==> config.mk <==
export PLATFORM = sky130hd
export DESIGN_NAME = cache_subsystem
export DESIGN_NICKNAME = d
export VERILOG_FILES = /design/src/rtl/cache_pkg.sv /design/src/rtl/icache_control.sv /design/src/rtl/icache_datapath.sv /design/src/rtl/icache.sv /design/src/rtl/pmem_arbiter.sv /design/src/rtl/cache_subsystem.sv
export SDC_FILE = /design/constraint.sdc
export NUM_CORES = 2
export LEC_CHECK = 0
export BUFFER_PORTS_ARGS = -buffer_cell sky130_fd_sc_hd__buf_2
export CAP_MARGIN = 0
export CORE_MARGIN = 2
export CORE_UTILIZATION = 39
export CTS_BUF_LIST = sky130_fd_sc_hd__clkbuf_4
export DETAILED_ROUTE_END_ITERATION = 12
export SLEW_MARGIN = 20
export SYNTH_ARGS = -nofsm -noshare
export SYNTH_HDL_FRONTEND = slang
export SYNTH_HIERARCHICAL = 1
export SYNTH_MEMORY_MAX_BITS = 65536
export SYNTH_SLANG_ARGS = --single-unit
==> constraint.sdc <==
create_clock -name clk -period 34.1 [get_ports clk]
set_input_delay 3.41 -clock clk [delete_from_list [all_inputs] [get_ports clk]]
set_output_delay 3.41 -clock clk [all_outputs]
set_load 0.1 [all_outputs]
==> src/rtl/cache_pkg.sv <==
package cache_pkg;

	localparam int addr_width = 32;
	localparam int line_width = 256;
	localparam int word_width = 32;
	localparam int num_sets = 8;
	localparam int index_width = 3;
	localparam int offset_width = 5;
	localparam int tag_width = addr_width - index_width - offset_width;
	localparam int word_sel_width = 3;
	localparam int byte_sel_width = offset_width - word_sel_width;

	typedef struct packed {
		logic [tag_width-1:0] tag;
		logic [index_width-1:0] index;
		logic [word_sel_width-1:0] word_sel; // word within the line.
		logic [byte_sel_width-1:0] byte_off;
	} addr_fields_t;

	// fetch address seen flat or split into cache fields.
	typedef union packed {
		logic [addr_width-1:0] word;
		addr_fields_t fields;
	} cache_addr_t;

	typedef struct packed {
		logic read;
		logic write;
		logic [addr_width-1:0] addr; // line aligned.
		logic [line_width-1:0] wdata;
	} pmem_req_t;

	typedef struct packed {
		logic resp; // one cycle, ends the transaction.
		logic [line_width-1:0] rdata;
	} pmem_rsp_t;

endpackage

==> src/rtl/icache_control.sv <==
`timescale 1ns/1ps

module icache_control (
	input  logic       clk,
	input  logic       reset,
	input  logic       req_valid,
	input  logic       rsp_ready,
	input  logic       hit,
	input  logic       lru_way,
	input  logic       pmem_resp,
	output logic       req_ready,
	output logic       rsp_valid,
	output logic       pmem_read,
	output logic       load_req,
	output logic [1:0] load_line,
	output logic [1:0] set_valid,
	output logic       load_lru,
	output logic       hold_line,
	output logic       select_held
);

	typedef enum logic [1:0] {
		idle,
		hit_detect,
		refill,
		rsp_hold
	} state_t;

	state_t state;
	state_t next_state;

	always_ff @(posedge clk) begin
		if (reset)
			state <= idle;
		else
			state <= next_state;
	end

	always_comb begin
		next_state = state;
		unique case (state)
			idle: if (req_valid)
				next_state = hit_detect;
			hit_detect: begin
				if (!hit)
					next_state = refill;
				else if (!rsp_ready)
					next_state = rsp_hold; // park the hit line.
				else
					next_state = req_valid ? hit_detect : idle;
			end
			refill: if (pmem_resp)
				next_state = rsp_hold;
			rsp_hold: if (rsp_ready)
				next_state = req_valid ? hit_detect : idle;
			default: next_state = idle;
		endcase
	end

	always_comb begin
		req_ready = 1'b0;
		rsp_valid = 1'b0;
		pmem_read = 1'b0;
		load_line = 2'b00;
		set_valid = 2'b00;
		load_lru = 1'b0;
		hold_line = 1'b0;
		select_held = 1'b0;
		unique case (state)
			idle: req_ready = 1'b1;
			hit_detect: begin
				if (hit) begin
					rsp_valid = 1'b1;
					load_lru = 1'b1;
					req_ready = rsp_ready; // next fetch streams in behind this one.
					hold_line = !rsp_ready;
				end else begin
					pmem_read = 1'b1;
				end
			end
			refill: begin
				pmem_read = 1'b1; // held through the resp cycle.
				if (pmem_resp) begin
					load_line[lru_way] = 1'b1;
					set_valid[lru_way] = 1'b1;
					load_lru = 1'b1;
					hold_line = 1'b1;
				end
			end
			rsp_hold: begin
				rsp_valid = 1'b1;
				select_held = 1'b1;
				req_ready = rsp_ready;
			end
			default: req_ready = 1'b0;
		endcase
	end

	assign load_req = req_valid & req_ready;

endmodule

==> src/rtl/icache_datapath.sv <==
`timescale 1ns/1ps

module icache_datapath (
	input  logic                             clk,
	input  logic                             reset,
	input  cache_pkg::cache_addr_t           req_addr,
	input  logic                             load_req,
	input  logic [1:0]                       load_line,
	input  logic [1:0]                       set_valid,
	input  logic                             load_lru,
	input  logic                             hold_line,
	input  logic                             select_held,
	input  logic [cache_pkg::line_width-1:0] pmem_rdata,
	output logic                             hit,
	output logic                             lru_way,
	output logic [cache_pkg::word_width-1:0] rsp_data,
	output logic [cache_pkg::addr_width-1:0] pmem_addr
);
	import cache_pkg::*;

	cache_addr_t addr_q;
	logic [tag_width-1:0] tag_q [2][num_sets];
	logic [line_width-1:0] data_q [2][num_sets];
	logic [num_sets-1:0] valid_q [2];
	logic [num_sets-1:0] lru_q; // way to replace next.
	logic [line_width-1:0] held_q;
	logic [index_width-1:0] idx;
	logic [1:0] way_hit;
	logic [line_width-1:0] hit_line;
	logic [line_width-1:0] out_line;

	assign idx = addr_q.fields.index;

	always_ff @(posedge clk) begin
		if (load_req)
			addr_q <= req_addr;
	end

	always_comb begin
		for (int w = 0; w < 2; w++)
			way_hit[w] = valid_q[w][idx] && (tag_q[w][idx] == addr_q.fields.tag);
	end

	assign hit = |way_hit;
	assign hit_line = way_hit[1] ? data_q[1][idx] : data_q[0][idx];
	assign lru_way = lru_q[idx];

	always_ff @(posedge clk) begin
		for (int w = 0; w < 2; w++) begin
			if (load_line[w]) begin
				tag_q[w][idx] <= addr_q.fields.tag;
				data_q[w][idx] <= pmem_rdata;
			end
		end
	end

	always_ff @(posedge clk) begin
		if (reset) begin
			valid_q[0] <= '0;
			valid_q[1] <= '0;
			lru_q <= '0;
		end else begin
			for (int w = 0; w < 2; w++) begin
				if (set_valid[w])
					valid_q[w][idx] <= 1'b1;
			end
			// point away from the way just used.
			if (load_lru)
				lru_q[idx] <= hit ? ~way_hit[1] : ~lru_q[idx];
		end
	end

	// refill data, or the hit line when the consumer stalls.
	always_ff @(posedge clk) begin
		if (hold_line)
			held_q <= hit ? hit_line : pmem_rdata;
	end

	assign out_line = select_held ? held_q : hit_line;
	assign rsp_data = out_line[addr_q.fields.word_sel*word_width +: word_width];
	assign pmem_addr = {addr_q.fields.tag, idx, {offset_width{1'b0}}};

endmodule

==> src/rtl/icache.sv <==
`timescale 1ns/1ps

module icache (
	input  logic                             clk,
	input  logic                             reset,
	input  logic                             req_valid,
	input  cache_pkg::cache_addr_t           req_addr,
	output logic                             req_ready,
	output logic                             rsp_valid,
	output logic [cache_pkg::word_width-1:0] rsp_data,
	input  logic                             rsp_ready,
	output cache_pkg::pmem_req_t             ic_req,
	input  cache_pkg::pmem_rsp_t             ic_rsp
);
	import cache_pkg::*;

	logic hit;
	logic lru_way;
	logic pmem_read;
	logic load_req;
	logic [1:0] load_line;
	logic [1:0] set_valid;
	logic load_lru;
	logic hold_line;
	logic select_held;
	logic [addr_width-1:0] pmem_addr;

	icache_control control0 (
		.clk         (clk),
		.reset       (reset),
		.req_valid   (req_valid),
		.rsp_ready   (rsp_ready),
		.hit         (hit),
		.lru_way     (lru_way),
		.pmem_resp   (ic_rsp.resp),
		.req_ready   (req_ready),
		.rsp_valid   (rsp_valid),
		.pmem_read   (pmem_read),
		.load_req    (load_req),
		.load_line   (load_line),
		.set_valid   (set_valid),
		.load_lru    (load_lru),
		.hold_line   (hold_line),
		.select_held (select_held)
	);

	icache_datapath datapath0 (
		.clk         (clk),
		.reset       (reset),
		.req_addr    (req_addr),
		.load_req    (load_req),
		.load_line   (load_line),
		.set_valid   (set_valid),
		.load_lru    (load_lru),
		.hold_line   (hold_line),
		.select_held (select_held),
		.pmem_rdata  (ic_rsp.rdata),
		.hit         (hit),
		.lru_way     (lru_way),
		.rsp_data    (rsp_data),
		.pmem_addr   (pmem_addr)
	);

	// the cache only ever reads.
	always_comb begin
		ic_req.read = pmem_read;
		ic_req.write = 1'b0;
		ic_req.addr = pmem_addr;
		ic_req.wdata = '0;
	end

endmodule

==> src/rtl/pmem_arbiter.sv <==
`timescale 1ns/1ps

module pmem_arbiter (
	input  logic                 clk,
	input  logic                 reset,
	input  cache_pkg::pmem_req_t ic_req,
	output cache_pkg::pmem_rsp_t ic_rsp,
	input  logic                 lp_req_valid,
	input  cache_pkg::pmem_req_t lp_req,
	output cache_pkg::pmem_rsp_t lp_rsp,
	output cache_pkg::pmem_req_t pmem_req,
	input  cache_pkg::pmem_rsp_t pmem_rsp
);
	import cache_pkg::*;

	pmem_req_t lp_q;
	logic busy;
	logic owner; // 1 when the line port holds the bus.
	logic prio; // 1 when the line port wins a tie.
	logic ic_pend;
	logic grant_lp;

	assign ic_pend = ic_req.read | ic_req.write;
	assign grant_lp = lp_req_valid && (!ic_pend || prio);

	always_ff @(posedge clk) begin
		if (reset) begin
			busy <= 1'b0;
			owner <= 1'b0;
			prio <= 1'b0;
		end else if (!busy) begin
			if (ic_pend || lp_req_valid) begin
				busy <= 1'b1;
				owner <= grant_lp;
			end
		end else if (pmem_rsp.resp) begin
			busy <= 1'b0;
			prio <= ~owner; // other requester goes first next time.
		end
	end

	// line port may drop its request once granted.
	always_ff @(posedge clk) begin
		if (!busy && grant_lp)
			lp_q <= lp_req;
	end

	always_comb begin
		pmem_req = '0;
		ic_rsp = '0;
		lp_rsp = '0;
		if (busy) begin
			pmem_req = owner ? lp_q : ic_req;
			if (owner)
				lp_rsp = pmem_rsp;
			else
				ic_rsp = pmem_rsp;
		end
	end

endmodule

==> src/rtl/cache_subsystem.sv <==
`timescale 1ns/1ps

module cache_subsystem (
	input  logic                             clk,
	input  logic                             reset,
	input  logic                             req_valid,
	input  cache_pkg::cache_addr_t           req_addr,
	output logic                             req_ready,
	output logic                             rsp_valid,
	output logic [cache_pkg::word_width-1:0] rsp_data,
	input  logic                             rsp_ready,
	input  logic                             lp_req_valid,
	input  cache_pkg::pmem_req_t             lp_req,
	output cache_pkg::pmem_rsp_t             lp_rsp,
	output cache_pkg::pmem_req_t             pmem_req,
	input  cache_pkg::pmem_rsp_t             pmem_rsp
);
	import cache_pkg::*;

	pmem_req_t ic_req;
	pmem_rsp_t ic_rsp;

	icache icache0 (
		.clk       (clk),
		.reset     (reset),
		.req_valid (req_valid),
		.req_addr  (req_addr),
		.req_ready (req_ready),
		.rsp_valid (rsp_valid),
		.rsp_data  (rsp_data),
		.rsp_ready (rsp_ready),
		.ic_req    (ic_req),
		.ic_rsp    (ic_rsp)
	);

	pmem_arbiter arbiter0 (
		.clk          (clk),
		.reset        (reset),
		.ic_req       (ic_req),
		.ic_rsp       (ic_rsp),
		.lp_req_valid (lp_req_valid),
		.lp_req       (lp_req),
		.lp_rsp       (lp_rsp),
		.pmem_req     (pmem_req),
		.pmem_rsp     (pmem_rsp)
	);

endmodule

=== Word level (Yosys, flattened, before mapping) ===
Memory sizes are Yosys's and may differ from the RTL's.
Index checks and enable logic that the tools add are counted.

* Flip-flop bits (word level): 591
* Bits in latches: 0
* Memory bits (writable): 4496
* Bits in read-only memories: 0
* Input port bits: 584
* Output and inout bits: 581
* Logic and storage cells: 164
* Memories kept: 3

{| class="wikitable"
|+ Memory list
! name !! depth !! width !! rd ports !! clocked after Yosys merged registers in !! wr ports !! line !! RTL
|-
| icache0.datapath0.data_q || 2 || 2048 || 2 || 0 || 1 || icache_datapath.sv:23 || <nowiki>logic [line_width-1:0] data_q [2][num_sets];</nowiki>
|-
| icache0.datapath0.tag_q || 2 || 192 || 2 || 0 || 1 || icache_datapath.sv:22 || <nowiki>logic [tag_width-1:0] tag_q [2][num_sets];</nowiki>
|-
| icache0.datapath0.valid_q || 2 || 8 || 2 || 0 || 2 || icache_datapath.sv:24 || <nowiki>logic [num_sets-1:0] valid_q [2];</nowiki>
|}

* $add $sub $neg: 0
* Multipliers: 0
* Div/mod/pow operators: 0
* Magnitude comparators: 6
* Equality and inequality tests: 8
* Shifts and indexed selects: 1
* Mux-type cells: 94
* Bitwise logic cells: 22
* Reductions and logical operators: 19

{| class="wikitable"
|+ Operator list
! operator !! number
|-
| 2048-bit two-way mux || 4
|-
| 256-bit two-way mux || 8
|-
| 2048-bit OR reduction || 1
|-
| 256-bit binary-select mux with 3-bit select || 2
|-
| 257-bit two-way mux || 4
|-
| 256-bit demux with 3-bit select || 1
|-
| 192-bit two-way mux || 4
|-
| 290-bit two-way mux || 2
|-
| 256-bit by 9-bit variable part select with 32-bit output || 1
|-
| 192-bit OR reduction || 1
|-
| 24-bit binary-select mux with 3-bit select || 2
|-
| 24-bit two-way mux || 5
|-
| 24-bit demux with 3-bit select || 1
|-
| 24-bit == test || 2
|-
| 1-bit two-way mux || 40
|-
| 8-bit two-way mux || 2
|-
| 1-bit bitwise OR || 16
|-
| 2-bit two-way mux || 7
|-
| 1-bit binary-select mux with 3-bit select || 3
|-
| 8-bit bitwise mux || 1
|-
| 1-bit one-hot mux with 2 select lines || 4
|-
| 2-bit one-hot mux with 4 select lines || 1
|-
| 1-bit logical AND || 7
|-
| 2-bit == test (second input constant) || 2
|-
| 21 further kinds || 29
|}

=== Longest topological paths before layout ===
* Depth after elaboration: 13
* Depth in mapped cells: 19
* Gate-level depth less buffers: 11

=== By module ===
The synthesis kept the hierarchy.

{| class="wikitable"
|+ Modules (own cells, without submodules)
! module !! times used !! cells an instance !! area an instance (µm²) !! sequential area each (µm²)
|-
| icache_datapath || 1 || 10612 || 183198.2 || 143757.9
|-
| pmem_arbiter || 1 || 1548 || 17543.1 || 8768.4
|-
| icache || 1 || 259 || 1940.6 || 0.0
|-
| icache_control || 1 || 40 || 317.8 || 40.0
|}

=== Least setup slack after synthesis ===
No wires, ideal clock.

* Path kind: reg2reg
* Start point: register icache0/datapath0/addr_q[5] (netlist name)
* End point: register arbiter0/lp_q[0] (netlist name) (enable)
* Library setup time: 1.355 ns
* Arrival time: 24.529 ns
* Required time: 32.745 ns
* Setup slack: 8.215 ns
* Cell stages (with the launch flop): 18
* Path buffers: 6
* Clock period less this slack: 25.885 ns
* Cell sequence: edfxtp_1 -> buf_6 -> buf_6 -> mux4_2 -> mux2i_1 -> xor2_1 -> o21ai_1 -> nor4bb_1 -> nand4_1 -> clkbuf_1 -> clkbuf_1 -> buf_1 -> o31ai_1 -> and2b_2 -> o21a_1 -> buf_4 -> o21ba_2 -> nor3b_1

* Cells in the longest elaborated chain, start to end: 13
* Elaborated cells between the ends (all ways): 22
* Those cells by class: eq/ne (2); mux (12); bitwise (1); reduce/logical (7)

{| class="wikitable"
|+ RTL lines
! item !! line !! RTL
|-
| start, declared || icache_datapath.sv:21 || <nowiki>cache_addr_t addr_q;</nowiki>
|-
| start signal, assigned || icache_datapath.sv:36 || <nowiki>addr_q <= req_addr;</nowiki>
|-
| 3-bit inverter with 4-bit output (implied by the code) || icache_datapath.sv:41 || <nowiki>way_hit[w] = valid_q[w][idx] && (tag_q[w][idx] == addr_q.fields.tag);</nowiki>
|-
| 24-bit binary-select mux with 3-bit select || icache_datapath.sv:41 ||
|-
| 24-bit two-way mux (implied by the code) (2 in a row) || icache_datapath.sv:41 ||
|-
| 24-bit == test || icache_datapath.sv:41 ||
|-
| 1-bit logical AND || icache_datapath.sv:41 ||
|-
| 2-bit OR reduction * || icache_datapath.sv:44 || <nowiki>assign hit = |way_hit;</nowiki>
|-
| via icache0.hit || icache.sv:17 || <nowiki>logic hit;</nowiki>
|-
| 1-bit two-way mux * || icache_control.sv:72 || <nowiki>if (hit) begin</nowiki>
|-
| 1-bit one-hot mux with 2 select lines * || icache_control.sv:69 || <nowiki>unique case (state)</nowiki>
|-
| via icache0.pmem_read || icache.sv:19 || <nowiki>logic pmem_read;</nowiki>
|-
| 1-bit logical NOT * || pmem_arbiter.sv:24 || <nowiki>assign grant_lp = lp_req_valid && (!ic_pend || prio);</nowiki>
|-
| 1-bit logical OR * || pmem_arbiter.sv:24 ||
|-
| 1-bit logical AND * || pmem_arbiter.sv:24 ||
|-
| 1-bit logical AND * || pmem_arbiter.sv:44 || <nowiki>if (!busy && grant_lp)</nowiki>
|-
| end signal, assigned || pmem_arbiter.sv:45 || <nowiki>lp_q <= lp_req;</nowiki>
|-
| end, declared || pmem_arbiter.sv:16 || <nowiki>pmem_req_t lp_q;</nowiki>
|}

The timed path passes the listed nets; every way through them passes the cells marked *. The select of a mux whose other input is x is not followed.
A chain may end at the register's enable or synchronous reset.

=== Final worst setup path ===
* Start point: register icache0/datapath0/addr_q[5] (netlist name)
* End point: output rsp_data[9] (netlist name)

* Cells in the longest elaborated chain, start to end: 9
* Elaborated cells between the ends (all ways): 17
* Those cells by class: eq/ne (1); shift (1); mux (13); bitwise (1); reduce/logical (1)

{| class="wikitable"
|+ RTL lines
! item !! line !! RTL
|-
| 3-bit inverter with 4-bit output (implied by the code) || icache_datapath.sv:41, icache_datapath.sv:45 ||
|-
| 24-bit binary-select mux with 3-bit select || icache_datapath.sv:41 ||
|-
| 24-bit two-way mux (implied by the code) (2 in a row) || icache_datapath.sv:41 ||
|-
| 24-bit == test || icache_datapath.sv:41 ||
|-
| 1-bit logical AND || icache_datapath.sv:41 ||
|-
| 256-bit two-way mux * || icache_datapath.sv:45 || <nowiki>assign hit_line = way_hit[1] ? data_q[1][idx] : data_q[0][idx];</nowiki>
|-
| 256-bit two-way mux * || icache_datapath.sv:79 || <nowiki>assign out_line = select_held ? held_q : hit_line;</nowiki>
|-
| 256-bit by 9-bit variable part select with 32-bit output * || icache_datapath.sv:80 || <nowiki>assign rsp_data = out_line[addr_q.fields.word_sel*word_width +: word_width];</nowiki>
|-
| end, declared || cache_subsystem.sv:10 || <nowiki>output logic [cache_pkg::word_width-1:0] rsp_data,</nowiki>
|}

Every way passes the cells marked *; elsewhere a longest branch is shown, timed or not. The select of a mux whose other input is x is not followed.

==> impl_metrics.json <==
{
  "dr.pass1.iters": 6,
  "cts_tree": "done",
  "die_h_um": 725,
  "dp_hpwl_um": 427000,
  "drv_slew": 0,
  "final_common_cell": "edfxtp_1",
  "setup_viol": 0,
  "insertion_delay_ps": 1840,
  "initial_core_util_pct": 39.2,
  "postCtsSetupRepairBufs": 0,
  "arrival_ps": 11920,
  "cp-start-kind": "register",
  "postLayoutCoreUtil_pct": 44.8,
  "clock_path_buffers": 5,
  "status": "finished clean",
  "syn_inst": 12500,
  "final_hold_viol_count": 0,
  "grt_overflow": 0,
  "seq_area_mm2": 0.153,
  "multi_input_area_mm2": 0.0453,
  "track_usage_pct": 27.1,
  "place.gp.congestion": 0.986,
  "fin_nets": 15000,
  "ctsResizeCount": 0,
  "htree_levels": 7,
  "crit_type": "reg -> out",
  "fmax_ghz": 0.0652,
  "dr.first_iter.drc_count": 16100,
  "io_buffers": 1162,
  "drv_cap": 0,
  "clkSinkCount": 5085,
  "synthArstFlopShare_pct": 0,
  "fin_total_pwr_w": 0.0139,
  "drt-total-wl_um": 732000,
  "crit_required_ps": 30690,
  "synth_edf_count": 5072,
  "grt_max_degree": 142,
  "wire_per_inst_um": 32.8,
  "fin_crit_sh_pct": 45.0,
  "rows": 264,
  "powerDensity_mw_per_mm2": 59.9,
  "cts-root-buf": "clkbuf_4",
  "ys_seq_area_share_pct": 75.2,
  "via_per_inst": 5.90,
  "antenna_found_initial": 146,
  "fillers": 46200,
  "worst_slew_pin_slew_ps": 1290,
  "synth_cell_types": 93,
  "end_kind": "output port",
  "grt_pass1_wl_um": 1000000,
  "irDropWorstVdd_v": 0.0000355,
  "pin_count": 1165,
  "path_max_fanout": 49,
  "die_w_um": 725,
  "fin_setup_tns_ps": 0,
  "grt_pass1_vias": 127000,
  "syn_area_mm2": 0.203,
  "skew_ps": 167,
  "synthToLayoutAreaGrowth_pct": 14.2,
  "ant_nets": 0,
  "ys.flop_type": "edfxtp_1",
  "drc": 0,
  "drive_gt1_share_pct": 24.5,
  "synth.yosys.warnings": 6,
  "post-route-min-period_ps": 15330,
  "final_cell_mix": "5072 x edfxtp_1, 1881 x clkbuf_4, 1690 x a22oi_1, 1162 x buf_2, 650 x mux2i_1",
  "clk_pin_slew_ps": 70,
  "core_area_mm2": 0.518,
  "syn_area_per_cell_um2": 16.3,
  "num_vias": 132000,
  "die_area_mm2": 0.526,
  "yosys_register_bits": 5085,
  "cts_buffers": 1353,
  "ctsHoldBuffers": 0,
  "slew-limit-headroom_pct": 12.7,
  "min_path_type": "reg -> reg",
  "p_leak_nw": 77.8,
  "rsz0062_at_grt": "false"
}
synthesized netlist by cell type, types with 10 or more instances:
cell type  count  share of area, %
a41o_1        11             0.054
clkbuf_2      23             0.057
a22o_1        18             0.078
buf_6         39              0.22
nand3_1       10             0.025
inv_1         14             0.026
o22a_1        11             0.047
nor2b_1      305              0.94
a22oi_1     1690               6.2
a221oi_1     129              0.56
mux2_1        15             0.083
a2bb2oi_1     16             0.069
buf_4        362               1.3
nand2_1      387              0.72
a211oi_1     130              0.48
a21oi_1      265              0.65
o2bb2ai_1     14             0.060
buf_2        164              0.40
buf_1        159              0.29
o21ai_0      346              0.85
xor2_1        27              0.12
o311ai_0      23             0.099
and3_1       261              0.80
and2_1       282              0.87
mux2i_1      654               3.2
a222oi_1      20             0.099
nand4_1      256              0.79
nor3_1        86              0.21
nor2_1       259              0.48
a211o_1       14             0.060
mux4_2        45              0.50
a21o_1        17             0.063
o211ai_1     156              0.58
and4_1       196              0.85
edfxtp_1    5072                75
o21ai_1       93              0.23
o22ai_1       39              0.12
o21a_1        11             0.041
mux2_2       103              0.57
a221o_1       26              0.13
nand2b_1      60              0.18
dfxtp_1       13              0.13
clkbuf_1     476              0.88
o41ai_1       16             0.069
xnor2_1       13             0.056
kinds of logic after synthesis:
kind of cell	count (synthesis)	synth area share, %
xor+xnor	40	0.173
buf+inv	1239	3.23
simple gates	2157	6.11
mux	817	4.38
flops	5085	75.2
fa+ha+maj	6	0.0370
compound gates	3113	10.9
other cells	2	0.00370
final cells by class:
| cell class | instances | area share, % |
|---|---|---|
| Clock buffer | 1881 | 6.09 |
| Inverter | 15 | 0.0259 |
| Sequential cell | 5085 | 65.8 |
| Timing Repair Buffer | 1552 | 3.96 |
| Multi-Input combinational cell | 6395 | 19.5 |
| Antenna cell | 144 | 0.155 |
| Tap cell | 6916 | 3.73 |
| Clock inverter | 319 | 0.675 |
through the flow:
step	cells	area (µm²)	setup slack, ps	hold WS (ps)
after floorplan	12700	204000	8220	477
after global routing	22200	232000	18540	543
after global placement	20000	216000	20890	503
after CTS	22200	231000	18910	519
after detailed placement	20000	216000	20950	512
final	22300	232000	18770	518
registers in the layout, summed over array words and instances (netlist names), named ones only:
register                   cells
icache0/datapath0/data_q    4096
arbiter0/owner                 1
icache0/datapath0/valid_q     16
icache0/datapath0/addr_q      30
icache0/datapath0/tag_q      384
icache0/datapath0/held_q     256
arbiter0/prio                  1
icache0/control0/state         1
arbiter0/lp_q                290
arbiter0/busy                  1
icache0/datapath0/lru_q        8
routing by layer:
metal	vias up	GRT usage, %	share of wire [%]
met3	1448	7.04	10
met5	-	0	0.067
li1	54600	-	-
met2	8645	43.5	47
met1	66900	32.5	35
met4	78	17.3	6.7
final timing paths:
check / from / to / slack [ps] / depth (start not counted)
worst min register to register: icache0/datapath0/lru_q[0]$_SDFFE_PP0P_ / icache0/datapath0/lru_q[0]$_SDFFE_PP0P_ / 520 / 2
worst max-delay path: icache0/datapath0/addr_q[5]$_DFFE_PP_ / rsp_data[9] / 18770 / 20
worst max register to register: icache0/datapath0/addr_q[5]$_DFFE_PP_ / arbiter0/lp_q[96]$_DFFE_PP_ / 22230 / 22
worst min-delay path: icache0/datapath0/lru_q[0]$_SDFFE_PP0P_ / icache0/datapath0/lru_q[0]$_SDFFE_PP0P_ / 520 / 2
power breakdown:
| part | internal [W] | switching [W] |
|---|---|---|
| Sequential | 0.00696 | 0.0000245 |
| Combinational | 0.000440 | 0.00142 |
| Clock | 0.00261 | 0.00244 |
critical path, cell delays in order, from the launching register on:
cell and delay (ps):
edfxtp_1 320, buf_4 600, buf_4 690, buf_4 640, buf_4 460, buf_4 470
nand2b_2 370, buf_4 360, o22ai_1 180, nor3_1 230, o21ai_1 150, nor4bb_1 380
and4_4 630, buf_4 530, buf_4 540, buf_4 560, mux2i_1 150, o21ai_0 650
o21ai_1 420, o41ai_2 790, buf_2 560
Power figures use the tool's default switching activity.
